## src/design/cache_defs.svh

```systemverilog
`ifndef CACHE_DEFS_SVH
`define CACHE_DEFS_SVH

// Word address seen by the CPU and the DMA master
`define CACHE_ADDR_W  24

// Direct mapped split of the word address
`define CACHE_INDEX_W 11  // Low address bits select the entry
`define CACHE_TAG_W   13  // High address bits stored as the page tag

// One 16-bit word per entry
`define CACHE_DATA_W  16

// Number of entries, also the length of a clear sweep in cycles
`define CACHE_ENTRIES 2048

`endif

```

## src/design/cache_ctrl_pkg.sv

```systemverilog
package cache_ctrl_pkg;

  // CPU-side controller
  typedef enum logic [2:0] {
    ctrl_idle,        // Waiting for a CPU or invalidation request
    ctrl_lookup,      // Store read for a CPU request
    ctrl_compare,     // Store answer is valid here
    ctrl_mem_read,    // Miss or bypass read on the memory bus
    ctrl_fill,        // Write fetched word, tag and used bit
    ctrl_mem_write,   // Write-through to memory
    ctrl_invalidate   // Store read for a DMA invalidation
  } ctrl_state_t;

  // DMA master
  typedef enum logic [1:0] {
    dma_idle,         // Ready for a DMA cycle
    dma_snoop,        // Invalidation handshake before a write
    dma_mem_req,      // Request held on the memory bus
    dma_mem_wait      // Read issued, waiting for data
  } dma_state_t;

  typedef enum logic {cpu_side, dma_side} mem_owner_t;  // Memory bus masters

endpackage

```

## src/design/cache_types_pkg.sv

```systemverilog
`include "cache_defs.svh"

package cache_types_pkg;

  // Full word address on the CPU, DMA and memory ports
  typedef logic [`CACHE_ADDR_W-1:0] word_addr_t;

  // Address bits 10 to 0, picks the cache entry
  typedef logic [`CACHE_INDEX_W-1:0] cache_index_t;

  // Address bits 23 to 11, kept per entry and compared on lookup
  typedef logic [`CACHE_TAG_W-1:0] cache_tag_t;

  // Data word in the cache and on every bus
  typedef logic [`CACHE_DATA_W-1:0] data_word_t;

endpackage

```

## src/design/dma_snoop_port.sv

```systemverilog
`timescale 1ns/1ps
`include "cache_defs.svh"

module dma_snoop_port
  import cache_types_pkg::*;
  import cache_ctrl_pkg::*;
(
  input  logic       sysclk,
  input  logic       rst_n,
  input  logic       dma_valid,
  output logic       dma_ready,
  input  logic       dma_we,
  input  word_addr_t dma_addr,
  input  data_word_t dma_wdata,
  output logic       dma_rvalid,
  output data_word_t dma_rdata,
  output logic       inv_valid,   // Invalidate before the write
  input  logic       inv_ready,
  output word_addr_t inv_addr,
  output logic       m1_valid,
  input  logic       m1_ready,
  output logic       m1_we,
  output word_addr_t m1_addr,
  output data_word_t m1_wdata,
  input  logic       m1_rvalid,
  input  data_word_t m1_rdata
);

  dma_state_t state_q;
  logic       armed_q;  // Set once the first sweep after reset is over
  word_addr_t addr_q;
  data_word_t wdata_q;
  logic       we_q;

  always_ff @(posedge sysclk) begin
    if (!rst_n) begin
      state_q <= dma_idle;
      armed_q <= 1'b0;
    end else begin
      if (inv_ready) armed_q <= 1'b1;  // Controller free, sweep finished
      case (state_q)
        dma_idle:     if (dma_valid && dma_ready) state_q <= dma_we ? dma_snoop : dma_mem_req;
        dma_snoop:    if (inv_ready) state_q <= dma_mem_req;
        dma_mem_req:  if (m1_ready) state_q <= we_q ? dma_idle : dma_mem_wait;
        dma_mem_wait: if (m1_rvalid) state_q <= dma_idle;
        default:      state_q <= dma_idle;
      endcase
    end
  end

  always_ff @(posedge sysclk) begin
    if (dma_valid && dma_ready) begin
      addr_q  <= dma_addr;
      wdata_q <= dma_wdata;
      we_q    <= dma_we;
    end
  end

  assign dma_ready  = (state_q == dma_idle) && armed_q;
  assign inv_valid  = (state_q == dma_snoop);
  assign inv_addr   = addr_q;
  assign m1_valid   = (state_q == dma_mem_req);
  assign m1_we      = we_q;
  assign m1_addr    = addr_q;
  assign m1_wdata   = wdata_q;
  assign dma_rvalid = (state_q == dma_mem_wait) && m1_rvalid;
  assign dma_rdata  = dma_rvalid ? m1_rdata : {`CACHE_DATA_W{1'b0}};

endmodule

```

## config.mk

```make
export PLATFORM = sky130hd
export DESIGN_NAME = dma_snoop_port
export DESIGN_NICKNAME = d
export VERILOG_FILES = /design/src/design/cache_ctrl_pkg.sv /design/src/design/cache_types_pkg.sv /design/src/design/dma_snoop_port.sv
export VERILOG_INCLUDE_DIRS = /design/src /design/src/design
export SDC_FILE = /design/constraint.sdc
export NUM_CORES = 1
export LEC_CHECK = 0
export ABC_AREA = 1
export BUFFER_PORTS_ARGS = -buffer_cell sky130_fd_sc_hd__buf_2
export CAP_MARGIN = 10
export CORE_MARGIN = 5
export CORE_UTILIZATION = 38
export CTS_CLUSTER_SIZE = 14
export DETAILED_ROUTE_END_ITERATION = 10
export GPL_TIMING_DRIVEN = 1
export HOLD_SLACK_MARGIN = 0.08
export PLACE_DENSITY = 0.78
export SLEW_MARGIN = 20
export SYNTH_ARGS = -nofsm -noshare
export SYNTH_HDL_FRONTEND = slang
export SYNTH_SLANG_ARGS = --single-unit
```

## constraint.sdc

```tcl
create_clock -name sysclk -period 5.5 [get_ports sysclk]
set_input_delay 0.55 -clock sysclk [delete_from_list [all_inputs] [get_ports sysclk]]
set_output_delay 0.55 -clock sysclk [all_outputs]
set_load 0.05 [all_outputs]
```

==> flow_summary.toml <==
[status]
status = "complete, no violations"

[timing]
fin_ws_ns = 3.38
fmax_mhz = 471
tns_ns = 0
worstMarginPinSlew_ns = 0.509
finalMaxSlewViolations = 0
finalCriticalPeriod_ns = 2.12
setup_viol = 0
fin_crit_sh = 0.386
finalHoldViolations = 0
fin_skew_ns = 0.00275
rsz0062_at_grt = "no"
slew_headroom = 0.661

[logic_synthesis]
synthTopCellsByArea = "edfxtp_1 69%, buf_4 10%, inv_1 5.3%"
yosys.cell_types.count = 13
synthTopCellsByCount = "41 x edfxtp_1, 25 x inv_1, 24 x buf_4"
netlist.area_leader.share = 0.694
netlist_area_um2 = 1770
postSynth.asyncResetShare = 0
synth_edf_count = 41
synth_nets = 200
ys_seq_elements = 44
synthCells = 137
synth.avg_cell_area_um2 = 12.9
yosys.area.top_type = "edfxtp_1"
ys_warn_count = 0
synth_most_common_cell = "edfxtp_1"
synth.yosys.seq_area_share = 0.728
synth-main-ff-cell = "edfxtp_1"

[detailed_routing]
vias = 1347
final_antenna_net_count = 0
drt_iter0_drc = 60
vias_per_cell = 4.22
drc = 0
detail_route.wl_per_cell_um = 13.6
dr.pass1.iters = 4
wl_um = 4330

[worst_setup_path]
crit_arrival_ns = 1.57
worstSetupEndpointType = "primary output"
crit_fanout = 16
required_ns = 4.95
worstSetupPathType = "register to primary output"
cp-start-kind = "register"
rrSetupSlack_ns = 3.89

[final_layout]
syn_to_final_growth_pct = 39.2
n_antenna_cell = 0
utilization = 0.555
nNetsFinal = 329
final_cells = 319
fin_area_um2 = 2470
drive_gt1_frac = 0.596

[die]
fp.dieArea_um2 = 6130
die_y_um = 78.3
row_count = 24
initial_core_util = 0.399
core_um2 = 4440
die_w_um = 78.3
ios = 148

[global_route]
grt_pass1_wl_um = 6620
antenna_found_initial = 0
grtUsageTotal = 0.138
grt.overflow.total = 0
grt_max_degree = 42
grt_pass1_vias = 1318

[placement]
gp_congestion = 0.758
dp.cells = 311
dp_slack_ns = 3.58
dpl-instance-area_um2 = 2380
io_buffer_count = 147
post-dp-hpwl_um = 3610

[power_and_ir_drop]
peakVddDrop_v = 0.000182
p_seq_frac = 0.532
clockPowerShare = 0.254
power_frac_comb = 0.213
p_int_mw = 0.512
power_density_nw_per_um2 = 300
p_sw_frac = 0.308
switchingPower_mw = 0.228
p_leak_nw = 1.28

[clock_network]
postCtsHoldBufs = 0
cts_tree = "built"
ctsResizeCount = 0
cts_buffers = 5
h-tree-depth = 2
insertion_delay_ns = 0.28
post_cts_buffers = 0
clock_sinks = 44
path_clk_slew_ns = 0.08
cts_root_buffer = "clkbuf_8"
clock_path_buffers = 2

[hold_path]
worst_hold_path_type = "input pin to register"

[flow_run]
maxCapViolations = 0
[logic make-up (layout without fill, tap and decap cells)]
family	Yosys count	after routing	share of synthesized area
flip-flops	44	44	0.728
AO/OA/AOI/OAI	6	6	0.0169
buffers and inverters	54	184	0.174
AND/OR/NAND/NOR	33	33	0.0812
[metrics by stage]
stage | power (mW) | hold WS (ns)
after floorplan | 0.524 | 0.438
after global placement | 0.558 | 0.455
after detailed placement | 0.561 | 0.463
after CTS | 0.749 | 0.427
after global routing | 0.778 | 0.413
final | 0.740 | 0.436
[placed cells by master, fill, tap and decap left out]
master,count
a21oi_1,2
buf_2,147
buf_4,1
clkbuf_1,1
clkbuf_8,5
clkinv_1,1
clkinvlp_4,1
dfxtp_1,3
edfxtp_1,41
inv_1,25
inv_2,3
nand2_1,4
nand3_1,4
nor2_1,22
nor3_1,1
nor3_2,1
nor3_4,1
o21ai_0,4
[critical path, stage by stage (launching register included)]
cell and delay [ns]:
dfxtp_1 0.48, inv_2 0.08, nor3_4 0.20, inv_2 0.14
nor2_1 0.12, buf_2 0.27
[power groups by stage]
stage | clock network, mW | logic (mW) | registers [mW]
after floorplan | 0 | 0.0738 | 0.450
after global placement | 0 | 0.157 | 0.401
after detailed placement | 0 | 0.159 | 0.401
after CTS | 0.196 | 0.159 | 0.394
after global routing | 0.215 | 0.167 | 0.396
final | 0.188 | 0.158 | 0.394
[final cells by class]
| cell class | count | area (µm²) |
|---|---|---|
| fillers | 398 | 1980 |
| flip-flops and latches | 44 | 1290 |
| repair buffers | 148 | 743 |
| multi-input cells | 39 | 179 |
| inverters | 28 | 105 |
| clock buffers | 6 | 72.6 |
| well taps | 52 | 65.1 |
| clock inverters | 2 | 11.3 |
[worst paths after layout]
path / start / end / cells past startpoint
hold reg to reg: armed_q / armed_q / 2
hold / removal: dma_wdata[3] / m1_wdata[3] / 1
setup reg to reg: state_q[1] / inv_addr[1] / 4
setup / recovery: state_q[1] / dma_rdata[7] / 5
[state kept, by name, summed over array words and instances (netlist names)]
signal / count
armed_q: 1
m1_we: 1
m1_wdata: 16
state_q: 2
inv_addr: 24
[layer usage]
layer  global-route usage  up-vias  wire length, µm
met2                0.269       68             2500
met3               0.0366        2              344
met5                    0        -                0
met4               0.0455        0               34
met1                0.141      608             1450
li1                     -      669                -
(Power assumes the default switching activity.)
