## src/design/cache_defs.svh

```systemverilog
`ifndef CACHE_DEFS_SVH
`define CACHE_DEFS_SVH

// Word address seen by the CPU and the DMA master
`define CACHE_ADDR_W  24

// Direct mapped split of the word address
`define CACHE_INDEX_W 11  // Low address bits select the entry
`define CACHE_TAG_W   13  // High address bits stored as the page tag

// One 16-bit word per entry
`define CACHE_DATA_W  16

// Number of entries, also the length of a clear sweep in cycles
`define CACHE_ENTRIES 2048

`endif

```

## src/design/cache_ctrl_pkg.sv

```systemverilog
package cache_ctrl_pkg;

  // CPU-side controller
  typedef enum logic [2:0] {
    ctrl_idle,        // Waiting for a CPU or invalidation request
    ctrl_lookup,      // Store read for a CPU request
    ctrl_compare,     // Store answer is valid here
    ctrl_mem_read,    // Miss or bypass read on the memory bus
    ctrl_fill,        // Write fetched word, tag and used bit
    ctrl_mem_write,   // Write-through to memory
    ctrl_invalidate   // Store read for a DMA invalidation
  } ctrl_state_t;

  // DMA master
  typedef enum logic [1:0] {
    dma_idle,         // Ready for a DMA cycle
    dma_snoop,        // Invalidation handshake before a write
    dma_mem_req,      // Request held on the memory bus
    dma_mem_wait      // Read issued, waiting for data
  } dma_state_t;

  typedef enum logic {cpu_side, dma_side} mem_owner_t;  // Memory bus masters

endpackage

```

## src/design/cache_types_pkg.sv

```systemverilog
`include "cache_defs.svh"

package cache_types_pkg;

  // Full word address on the CPU, DMA and memory ports
  typedef logic [`CACHE_ADDR_W-1:0] word_addr_t;

  // Address bits 10 to 0, picks the cache entry
  typedef logic [`CACHE_INDEX_W-1:0] cache_index_t;

  // Address bits 23 to 11, kept per entry and compared on lookup
  typedef logic [`CACHE_TAG_W-1:0] cache_tag_t;

  // Data word in the cache and on every bus
  typedef logic [`CACHE_DATA_W-1:0] data_word_t;

endpackage

```

## src/design/mem_arbiter.sv

```systemverilog
`timescale 1ns/1ps
`include "cache_defs.svh"

module mem_arbiter
  import cache_types_pkg::*;
  import cache_ctrl_pkg::*;
(
  input  logic       sysclk,
  input  logic       rst_n,
  input  logic       m0_valid,   // CPU-side controller
  output logic       m0_ready,
  input  logic       m0_we,
  input  word_addr_t m0_addr,
  input  data_word_t m0_wdata,
  output logic       m0_rvalid,
  output data_word_t m0_rdata,
  input  logic       m1_valid,   // DMA port
  output logic       m1_ready,
  input  logic       m1_we,
  input  word_addr_t m1_addr,
  input  data_word_t m1_wdata,
  output logic       m1_rvalid,
  output data_word_t m1_rdata,
  output logic       mem_valid,  // Main-memory bus
  input  logic       mem_ready,
  output logic       mem_we,
  output word_addr_t mem_addr,
  output data_word_t mem_wdata,
  input  logic       mem_rvalid,
  input  data_word_t mem_rdata
);

  mem_owner_t owner_q;  // Master holding the bus
  mem_owner_t last_q;   // Last master served
  mem_owner_t pick;     // Round-robin choice
  mem_owner_t sel;      // Master driving the bus this cycle
  logic       pend_q;   // Request shown but not yet taken
  logic       rd_q;     // Read outstanding

  always_comb begin
    if (m0_valid && m1_valid) pick = (last_q == cpu_side) ? dma_side : cpu_side;
    else if (m1_valid)        pick = dma_side;
    else                      pick = cpu_side;
  end

  assign sel = (pend_q || rd_q) ? owner_q : pick;  // Grant fixed until completion

  always_ff @(posedge sysclk) begin
    if (!rst_n) begin
      owner_q <= cpu_side;
      last_q  <= dma_side;  // CPU side goes first
      pend_q  <= 1'b0;
      rd_q    <= 1'b0;
    end else if (rd_q) begin
      if (mem_rvalid) rd_q <= 1'b0;
    end else if (mem_valid) begin
      owner_q <= sel;
      if (mem_ready) begin
        last_q <= sel;
        pend_q <= 1'b0;
        rd_q   <= !mem_we;  // Writes end on acceptance
      end else begin
        pend_q <= 1'b1;
      end
    end
  end

  // Request multiplexer, nothing new while a read is open
  assign mem_valid = !rd_q && ((sel == cpu_side) ? m0_valid : m1_valid);
  assign mem_we    = (sel == cpu_side) ? m0_we : m1_we;
  assign mem_addr  = (sel == cpu_side) ? m0_addr : m1_addr;
  assign mem_wdata = (sel == cpu_side) ? m0_wdata : m1_wdata;

  assign m0_ready  = !rd_q && (sel == cpu_side) && mem_ready;
  assign m1_ready  = !rd_q && (sel == dma_side) && mem_ready;

  // Response back to the owner
  assign m0_rvalid = rd_q && (owner_q == cpu_side) && mem_rvalid;
  assign m1_rvalid = rd_q && (owner_q == dma_side) && mem_rvalid;
  assign m0_rdata  = m0_rvalid ? mem_rdata : {`CACHE_DATA_W{1'b0}};
  assign m1_rdata  = m1_rvalid ? mem_rdata : {`CACHE_DATA_W{1'b0}};

endmodule

```

## config.mk

```make
export PLATFORM = sky130hd
export DESIGN_NAME = mem_arbiter
export DESIGN_NICKNAME = d
export VERILOG_FILES = /design/src/design/cache_ctrl_pkg.sv /design/src/design/cache_types_pkg.sv /design/src/design/mem_arbiter.sv
export VERILOG_INCLUDE_DIRS = /design/src /design/src/design
export SDC_FILE = /design/constraint.sdc
export NUM_CORES = 1
export LEC_CHECK = 0
export BUFFER_PORTS_ARGS = -buffer_cell sky130_fd_sc_hd__buf_2
export CAP_MARGIN = 20
export CORE_AREA = 2 2 70 72
export DETAILED_ROUTE_END_ITERATION = 10
export DIE_AREA = 0 0 72 74
export PLACE_DENSITY = 0.74
export SYNTH_ARGS = -nofsm -noshare
export SYNTH_HDL_FRONTEND = slang
export SYNTH_SLANG_ARGS = --single-unit
```

## constraint.sdc

```tcl
create_clock -name sysclk -period 2.1 [get_ports sysclk]
set_input_delay 0.21 -clock sysclk [delete_from_list [all_inputs] [get_ports sysclk]]
set_output_delay 0.21 -clock sysclk [all_outputs]
set_load 0.01 [all_outputs]
```

==> impl_results.md <==
* Fmax at 0.4993 GHz
* Synth top area share at 0.4863
* Most frequent cells in the layout: buf_2 (181), mux2_4 (37), and2_1 (33), nor2_1 (6), dfxtp_1 (4)
* Global placer's final weighted congestion at 0.7378
* Yosys reg bits at 4
* Final TNS setup at 0 ps
* Vias in the first global route at 1,440
* Grt ovf at 0
* CP endpoint kind: output port
* Layout net count at 399
* Cell internal pwr at 563.9 uW
* Largest net degree at the start of global routing at 26
* Routed wire length at 4.634 mm
* Clock root cell: clkbuf_8
* Setup Skew at 0.7308 ps
* DR WL/cell at 13.35 um
* Pleak at 0.001364 uW
* Antenna violations before repair at 0
* Max-slew violations at 0
* Share of power burned in registers at 0.112
* Cts bufs inserted at 3
* Cells after synthesis at 114
* # diodes at 0
* Synth area leaders: mux2_4 (49%), and2_1 (18%), dfxtp_1 (7.0%)
* Clock transition at path regs at 30 ps
* 1st-iter DRT viols at 21
* Remaining antenna violation count at 0
* Die Span Y at 74 um
* First-pass GRT wire length at 6.437 mm
* P&R area growth vs syn at 86.86%
* Total power at 870.7 uW
* Die width at 72 um
* GRT Util Overall at 0.1522
* Clock Sink Count at 4
* WP data arrival at 1790 ps
* Initial Util at 0.2484
* Row count at 25
* H-tree levels at 1
* # resized after CTS at 0
* Pwr per Cell Area at 407.9 nW/um^2
* CTS tree: built
* Area of the mapped netlist at 1142 um^2
* Vias at 1,537
* Fin crit share at 0.9538
* Clock share of power at 0.184
* Buffers on Ports at 181
* Comb pwr share at 0.704
* Placed Instance Area at 2090 um^2
* Core area at 4598 um^2
* Worst VDD drop at 0.2300 mV
* Post-route core utilization at 0.4642
* # DRC at 0
* Syn_nets at 218
* Mean post-synth cell area at 10.02 um^2
* I/O Pins at 182
* CTS Buffer Depth at 2
* Synth cell types at 25
* Worst-skew pair later-pin latency at 220 ps
* HP Class: in2reg
* Min Tclk post-route at 2003 ps
* Post-detail-place hpwl at 4.123 mm
* NetSw at 306.9 uW
* Sequential-to-total area share from yosys stat at 0.07010
* Setup crit start kind: register
* Crit path required time at 1890 ps
* Status: finished clean
* CP Class: reg2out
* DR pass1 iterations at 4
* Ratio of cells with drive above 1 in the final layout at 0.7884
* Dominant cell type by area after synthesis: mux2_4
* Worst-Margin Slew at 436.0 ps
* Rel. slew slack at 0.7076
* Post-CTS Setup Bufs at 0
* Via density at 4.429
* Final instance area at 2135 um^2
* Max cap viols at 0
* Final Setup Violations at 0
* Maximum fanout along the worst path at 25
* Die area at 5328 um^2
* RSZ-0062 raised after global routing: no
* Yosys Warn Count at 0
* Commonest non-fill, non-tap cell in the layout: buf_2
* Switching Fraction at 0.3524
* Hold Vio Cnt, Final at 0
* CTS Hold Bufs at 0
==> per-stage QoR <==
step	std cells	setup WS [ps]	hold slack, ps
floorplan	114	427.5	290.0
global placement	344	297.9	436.7
detailed placement	344	260.2	451.1
CTS	347	19.44	229.9
global route	347	32.27	250.5
finish	347	97.06	229.8
==> synthesized netlist by cell type (all sizes together) <==
| cell type | number |
|---|---|
| o211ai | 1 |
| and3 | 1 |
| buf | 6 |
| nor2 | 7 |
| and2 | 33 |
| clkbuf | 3 |
| nand2 | 2 |
| mux2i | 3 |
| dfxtp | 4 |
| a211oi | 2 |
| a21boi | 2 |
| o21ai | 4 |
| mux2 | 40 |
| and3b | 1 |
| inv | 1 |
| nand3 | 1 |
| nand3b | 2 |
| nand2b | 1 |
==> per-layer routing <==
layer  vias up  part of all wire  track usage
met3         2              0.11      0.03117
met5         -                 0            0
met1       674              0.36       0.1703
met4         0            0.0032      0.02935
met2       110              0.53       0.2984
li1        751                 -            -
==> power groups by stage <==
stage	sequential [uW]	combinational [uW]	clock, uW
final	97.6	613	160
after detailed placement	98.9	616	0
after global routing	98.7	660	167
after global placement	98.3	607	0
after CTS	97.9	620	165
after floorplan	91.1	392	0
==> area by class of cell <==
type	count	area, um^2
Clock buffer	3	41.29
Fill cell	459	2464
Inverter	1	3.754
Multi-Input combinational cell	100	989.7
Sequential cell	4	80.08
Tap cell	54	67.56
Timing Repair Buffer	185	952.2
==> logic make-up (layout without fill, tap and decap cells) <==
family	Yosys count	in the layout	synth area share
AND/OR/NAND/NOR	48	48	0.2530
multiplexers	43	43	0.5531
buffers and inverters	10	189	0.06352
AO/OA/AOI/OAI	9	9	0.06024
flip-flops	4	4	0.07010
==> final timing paths <==
check,slack [ps],cells past startpoint,start,endpoint
worst max-delay path,100,5,pend_q,mem_addr[0]
worst min register to register,560,2,last_q,last_q
worst max register to register,620,4,owner_q,last_q
worst min-delay path,230,2,rst_n,last_q
==> critical path: stages (launching register included) <==
cell and delay, ps:
dfxtp_1 340, nor2_4 190, mux2i_4 300, buf_12 240, mux2_2 360, buf_2 140
==> registers in the layout, indices dropped and copies added (netlist names) <==
register  count
last_q        1
owner_q       1
pend_q        1
rd_q          1
No activity file was read; power rests on OpenSTA's default activity.
