File: src/design/cache_defs.svh
`ifndef CACHE_DEFS_SVH
`define CACHE_DEFS_SVH

// Word address seen by the CPU and the DMA master
`define CACHE_ADDR_W  24

// Direct mapped split of the word address
`define CACHE_INDEX_W 11  // Low address bits select the entry
`define CACHE_TAG_W   13  // High address bits stored as the page tag

// One 16-bit word per entry
`define CACHE_DATA_W  16

// Number of entries, also the length of a clear sweep in cycles
`define CACHE_ENTRIES 2048

`endif

File: src/design/cache_ctrl_pkg.sv
package cache_ctrl_pkg;

  // CPU-side controller
  typedef enum logic [2:0] {
    ctrl_idle,        // Waiting for a CPU or invalidation request
    ctrl_lookup,      // Store read for a CPU request
    ctrl_compare,     // Store answer is valid here
    ctrl_mem_read,    // Miss or bypass read on the memory bus
    ctrl_fill,        // Write fetched word, tag and used bit
    ctrl_mem_write,   // Write-through to memory
    ctrl_invalidate   // Store read for a DMA invalidation
  } ctrl_state_t;

  // DMA master
  typedef enum logic [1:0] {
    dma_idle,         // Ready for a DMA cycle
    dma_snoop,        // Invalidation handshake before a write
    dma_mem_req,      // Request held on the memory bus
    dma_mem_wait      // Read issued, waiting for data
  } dma_state_t;

  typedef enum logic {cpu_side, dma_side} mem_owner_t;  // Memory bus masters

endpackage

File: src/design/cache_types_pkg.sv
`include "cache_defs.svh"

package cache_types_pkg;

  // Full word address on the CPU, DMA and memory ports
  typedef logic [`CACHE_ADDR_W-1:0] word_addr_t;

  // Address bits 10 to 0, picks the cache entry
  typedef logic [`CACHE_INDEX_W-1:0] cache_index_t;

  // Address bits 23 to 11, kept per entry and compared on lookup
  typedef logic [`CACHE_TAG_W-1:0] cache_tag_t;

  // Data word in the cache and on every bus
  typedef logic [`CACHE_DATA_W-1:0] data_word_t;

endpackage

File: src/design/cache_ctrl.sv
`timescale 1ns/1ps
`include "cache_defs.svh"

module cache_ctrl
  import cache_types_pkg::*;
  import cache_ctrl_pkg::*;
(
  input  logic         sysclk,
  input  logic         rst_n,
  // CPU port
  input  logic         cpu_valid,
  output logic         cpu_ready,
  input  logic         cpu_we,
  input  word_addr_t   cpu_addr,
  input  data_word_t   cpu_wdata,
  output logic         cpu_rvalid,
  output data_word_t   cpu_rdata,
  output logic         cpu_hit,
  input  logic         cache_enable,  // Low means bypass reads, no updates
  // Cache store
  output logic         st_en,
  output logic         st_we_data,
  output logic         st_set_used,
  output logic         st_clr_used,
  output cache_index_t st_index,
  output cache_tag_t   st_tag,
  output data_word_t   st_wdata,
  input  data_word_t   st_rdata,
  input  logic         st_hit,
  input  logic         clear_busy,
  // Invalidation from the DMA port
  input  logic         inv_valid,
  output logic         inv_ready,
  input  word_addr_t   inv_addr,
  // Memory master 0
  output logic         m0_valid,
  input  logic         m0_ready,
  output logic         m0_we,
  output word_addr_t   m0_addr,
  output data_word_t   m0_wdata,
  input  logic         m0_rvalid,
  input  data_word_t   m0_rdata
);

  ctrl_state_t state_q, state_d;
  logic        sent_q;       // Memory read accepted, waiting for data

  word_addr_t  req_addr_q;   // CPU or invalidation address
  data_word_t  req_wdata_q;  // Write data, reused for the fill word
  logic        req_we_q;
  logic        req_inv_q;    // Request came from the DMA snoop
  logic        en_q;         // cache_enable sampled at acceptance

  logic        hit_rd;       // Read answered from the cache
  logic        wr_hit;       // Write updates the cached word
  logic        inv_hit;      // Snooped address is cached
  logic        rd_done;      // Memory read data for the CPU

  assign inv_ready = (state_q == ctrl_idle) && !clear_busy;
  assign cpu_ready = inv_ready && !inv_valid;  // Snoops go first

  assign hit_rd  = (state_q == ctrl_compare) && !req_inv_q && !req_we_q && en_q && st_hit;
  assign wr_hit  = (state_q == ctrl_compare) && !req_inv_q && req_we_q && en_q && st_hit;
  assign inv_hit = (state_q == ctrl_compare) && req_inv_q && st_hit;
  assign rd_done = (state_q == ctrl_mem_read) && sent_q && m0_rvalid;

  always_comb begin
    state_d = state_q;
    case (state_q)
      ctrl_idle: begin
        if (inv_valid && inv_ready) begin
          state_d = ctrl_invalidate;
        end else if (cpu_valid && cpu_ready) begin
          state_d = ctrl_lookup;
        end
      end
      ctrl_lookup,
      ctrl_invalidate: state_d = ctrl_compare;  // Store answers next cycle
      ctrl_compare: begin
        if (req_inv_q || hit_rd) begin
          state_d = ctrl_idle;
        end else if (req_we_q) begin
          state_d = ctrl_mem_write;
        end else begin
          state_d = ctrl_mem_read;  // Miss or bypass
        end
      end
      ctrl_mem_read: begin
        if (rd_done) begin
          state_d = en_q ? ctrl_fill : ctrl_idle;  // No fill while disabled
        end
      end
      ctrl_fill: state_d = ctrl_idle;
      ctrl_mem_write: begin
        if (m0_ready) begin
          state_d = ctrl_idle;  // Write done on acceptance
        end
      end
      default: state_d = ctrl_idle;
    endcase
  end

  always_ff @(posedge sysclk) begin
    if (!rst_n) begin
      state_q <= ctrl_idle;
      sent_q  <= 1'b0;
    end else begin
      state_q <= state_d;
      if ((state_q == ctrl_mem_read) && !sent_q && m0_ready) begin
        sent_q <= 1'b1;
      end else if (rd_done) begin
        sent_q <= 1'b0;
      end
    end
  end

  // Request capture
  always_ff @(posedge sysclk) begin
    if (inv_valid && inv_ready) begin
      req_addr_q <= inv_addr;
      req_inv_q  <= 1'b1;
      req_we_q   <= 1'b0;
    end else if (cpu_valid && cpu_ready) begin
      req_addr_q  <= cpu_addr;
      req_wdata_q <= cpu_wdata;
      req_we_q    <= cpu_we;
      req_inv_q   <= 1'b0;
      en_q        <= cache_enable;
    end else if (rd_done) begin
      req_wdata_q <= m0_rdata;  // Word for the fill
    end
  end

  // Store access
  assign st_en       = (state_q == ctrl_lookup) || (state_q == ctrl_invalidate) ||
                       wr_hit || inv_hit || (state_q == ctrl_fill);
  assign st_we_data  = wr_hit || (state_q == ctrl_fill);
  assign st_set_used = (state_q == ctrl_fill);
  assign st_clr_used = inv_hit;
  assign st_index    = req_addr_q[`CACHE_INDEX_W-1:0];
  assign st_tag      = req_addr_q[`CACHE_ADDR_W-1:`CACHE_INDEX_W];
  assign st_wdata    = req_wdata_q;

  // Memory side
  assign m0_valid = ((state_q == ctrl_mem_read) && !sent_q) || (state_q == ctrl_mem_write);
  assign m0_we    = (state_q == ctrl_mem_write);
  assign m0_addr  = req_addr_q;
  assign m0_wdata = req_wdata_q;

  // CPU response, hit path two cycles after acceptance
  assign cpu_rvalid = hit_rd || rd_done;
  assign cpu_rdata  = hit_rd ? st_rdata : m0_rdata;
  assign cpu_hit    = hit_rd;

endmodule

File: config.mk
export PLATFORM = sky130hd
export DESIGN_NAME = cache_ctrl
export DESIGN_NICKNAME = d
export VERILOG_FILES = /design/src/design/cache_ctrl_pkg.sv /design/src/design/cache_types_pkg.sv /design/src/design/cache_ctrl.sv
export VERILOG_INCLUDE_DIRS = /design/src /design/src/design
export SDC_FILE = /design/constraint.sdc
export NUM_CORES = 1
export LEC_CHECK = 0
export BUFFER_PORTS_ARGS = -buffer_cell sky130_fd_sc_hd__buf_4
export CORE_ASPECT_RATIO = 0.75
export CORE_UTILIZATION = 43
export DETAILED_ROUTE_END_ITERATION = 8
export GPL_TIMING_DRIVEN = 1
export PLACE_DENSITY = 0.9
export SKIP_LAST_GASP = 1
export SLEW_MARGIN = 20
export SYNTH_ARGS = -nofsm -noshare
export SYNTH_HDL_FRONTEND = slang
export SYNTH_SLANG_ARGS = --single-unit
File: constraint.sdc
create_clock -name sysclk -period 7.7 [get_ports sysclk]
set_input_delay 0.385 -clock sysclk [delete_from_list [all_inputs] [get_ports sysclk]]
set_output_delay 0.385 -clock sysclk [all_outputs]
set_load 0.03 [all_outputs]
==> flow_summary.json <==
{
  "avgSynthCellArea_um2": 13.0,
  "synthDistinctLibCells": 37,
  "period_minus_slack_ns": 3.16,
  "ios": 212,
  "timing.final.crit_share_pct": 41.0,
  "synth_nets": 317,
  "p_clk_share_pct": 18.0,
  "clk_pin_slew_ns": 0.08,
  "wl_per_cell_um": 16.0,
  "finClkSkew_ns": 0.00760,
  "critical_path_required_ns": 7.32,
  "num_vias": 2234,
  "tightest_slew_ns": 0.819,
  "setup_ws_ns": 4.54,
  "setup_viol": 0,
  "gp_congestion": 0.816,
  "clock_path_buffers": 2,
  "synth_seq_cells": 47,
  "io_buffers": 211,
  "antenna_found_initial": 0,
  "cts_tree": "built",
  "p_switching_uw": 280,
  "pre_cts_slack_ns": 4.85,
  "ctsHoldBuffers": 0,
  "p_leak_nw": 1.92,
  "drv_slew": 0,
  "worst_hold_path_type": "in -> reg",
  "diodes": 0,
  "drive_above_1_share_pct": 68.8,
  "crit_chain": "nor4b_2 -> nor2b_1 -> and2_1 -> mux2_2 -> buf_4",
  "hold_viol_final": 0,
  "die_h_um": 71.3,
  "p_per_area_nw_per_um2": 191,
  "drtIter0Drc": 67,
  "htree_levels": 2,
  "path_class": "reg -> out",
  "drc": 0,
  "combPwrFrac_pct": 39.5,
  "cts_resized": 0,
  "syn_to_final_growth_pct": 50.9,
  "ys_warn_count": 0,
  "synth_area_um2": 2750,
  "firstDrtPassIters": 4,
  "clockRootBuffer": "clkbuf_8",
  "critPathCaptureType": "output pin",
  "die_w_um": 94.3,
  "synth_edf_count": 41,
  "nNetsFinal": 487,
  "die_area_um2": 6720,
  "power_uw": 793,
  "status": "finished clean",
  "timing.hold.ws_ns": 0.281,
  "place_area_um2": 4070,
  "grt_use_total_pct": 20.6,
  "tns_ns": 0,
  "rows": 24,
  "wl_um": 7330,
  "start_util_pct": 46.0,
  "start_kind": "register",
  "slew_headroom_pct": 45.4,
  "ant_nets": 0,
  "design_area_um2": 4150,
  "grt_max_degree": 28,
  "viasPerCell": 4.87,
  "synth-seq-area-share_pct": 49.1,
  "cp_slowest_cell": "and2_1",
  "critical_path_buf_inv_count": 1,
  "switching_share_pct": 35.3,
  "clock_latency_ns": 0.29,
  "cts_inserted_buffers": 5,
  "maxCapViolations": 0,
  "grt_pass1_vias": 2219,
  "netlist_instances": 211,
  "multi_input_area_um2": 1020,
  "cpPeakStageDelay_ns": 0.69,
  "cp_max_fo": 18,
  "p_int_uw": 513,
  "async_flop_share_pct": 0,
  "cp_top_family": "simple AND/OR/NAND/NOR gates",
  "cts_sinks": 47,
  "fmax_mhz": 317,
  "peakVddDrop_uv": 107,
  "grt_overflow": 0,
  "crit_arrival_ns": 2.77,
  "grt_setup_unrepaired": "false",
  "core-area_um2": 5980,
  "dp_hpwl_um": 5920,
  "n_fill_cell": 436,
  "p_seq_share_pct": 42.5,
  "ys.flop_type": "edfxtp_1",
  "grt_first_pass_wirelength_um": 10600,
  "cts_setup_buffers": 0,
  "final-seq-area_um2": 1350
}
stage by stage:
step | std cells | util (%)
6_report | 459 | 69.4
5_1_grt | 459 | 69.4
4_1_cts | 459 | 69.4
3_5_place_dp | 452 | 68.0
3_3_place_gp | 452 | 68.0
2_1_floorplan | 211 | -
sequential cells by signal, summed over array words and instances, names as in the netlist:
name	count
en_q	1
m0_addr	24
m0_wdata	16
req_inv_q	1
req_we_q	1
sent_q	1
state_q	3
Yosys cell counts (2+ instances only):
cell      instances  share of area [%]
a21oi_1           4               0.73
and2_1            4               0.91
buf_4            41                 11
buf_6             5                2.0
dfxtp_1           6                4.4
edfxtp_1         41                 45
inv_1             3               0.41
mux2_1           19                7.8
mux2_2           30                 12
mux2_4            7                3.8
nand2_1          10                1.4
nand2b_1          5                1.1
nor2_1            5               0.68
nor2b_1           2               0.45
nor3_1            2               0.36
o21a_1            2               0.55
o21ai_0           3               0.55
o22ai_1           3               0.68
cells in the final DEF (no fill, tap or decap), types with 2 or more instances in the layout:
cell type | Yosys | routed
o21ai_0 | 3 | 3
inv_1 | 3 | 3
and2_1 | 4 | 4
o21a_1 | 2 | 2
nand2_1 | 10 | 10
mux2_2 | 30 | 30
dfxtp_1 | 6 | 6
o22ai_1 | 3 | 3
nor2_1 | 5 | 5
clkbuf_8 | 0 | 5
nor3_1 | 2 | 2
buf_4 | 41 | 211
a21oi_1 | 4 | 4
nand2b_1 | 5 | 5
mux2_1 | 19 | 19
mux2_4 | 7 | 7
edfxtp_1 | 41 | 41
worst register-to-register path, stage by stage (launching register included):
cell,delay (ns)
dfxtp_1,0.46
nor4_4,0.53
nand3_4,0.35
nand2_1,0.66
final cells by class:
| type | count | area share [%] |
|---|---|---|
| Tap cell | 78 | 2.35 |
| Timing Repair Buffer | 211 | 38.2 |
| Clock inverter | 2 | 0.332 |
| Clock buffer | 5 | 1.66 |
| Inverter | 4 | 0.362 |
| Multi-Input combinational cell | 112 | 24.5 |
| Sequential cell | 47 | 32.6 |
kinds of logic (layout without fill, tap and decap cells):
kind of cell / Yosys count / count (layout) / synth area share (%)
AOI/OAI and AO/OA: 19 / 19 / 4.41
buffers and inverters: 52 / 222 / 14.1
DFF: 47 / 47 / 49.1
muxes: 56 / 56 / 23.9
and+or+nand+nor: 37 / 37 / 8.46
worst paths after layout:
check | from | endpoint | slack, ns | depth (start not counted)
min | cache_enable | en_q | 0.28 | 1
max | state_q[1] | cpu_rdata[11] | 4.54 | 5
max reg2reg | state_q[1] | m0_wdata[5] | 5.34 | 3
min reg2reg | req_inv_q | req_inv_q | 0.51 | 2
routing by layer:
| metal | GRT usage (%) | share of wire, % | vias up |
|---|---|---|---|
| met5 | 0 | 0 | - |
| met4 | 2.91 | 0.40 | 0 |
| met3 | 4.56 | 7.9 | 4 |
| met2 | 41.1 | 55 | 113 |
| met1 | 22.4 | 36 | 1060 |
| li1 | - | - | 1057 |
power by group through the flow:
stage	clock network [mW]	logic, mW	registers [mW]
2_1_floorplan	0	0.177	0.374
3_3_place_gp	0	0.308	0.340
3_5_place_dp	0	0.314	0.342
4_1_cts	0.147	0.315	0.337
5_1_grt	0.155	0.329	0.341
6_report	0.143	0.313	0.337
(Power assumes the default switching activity.)
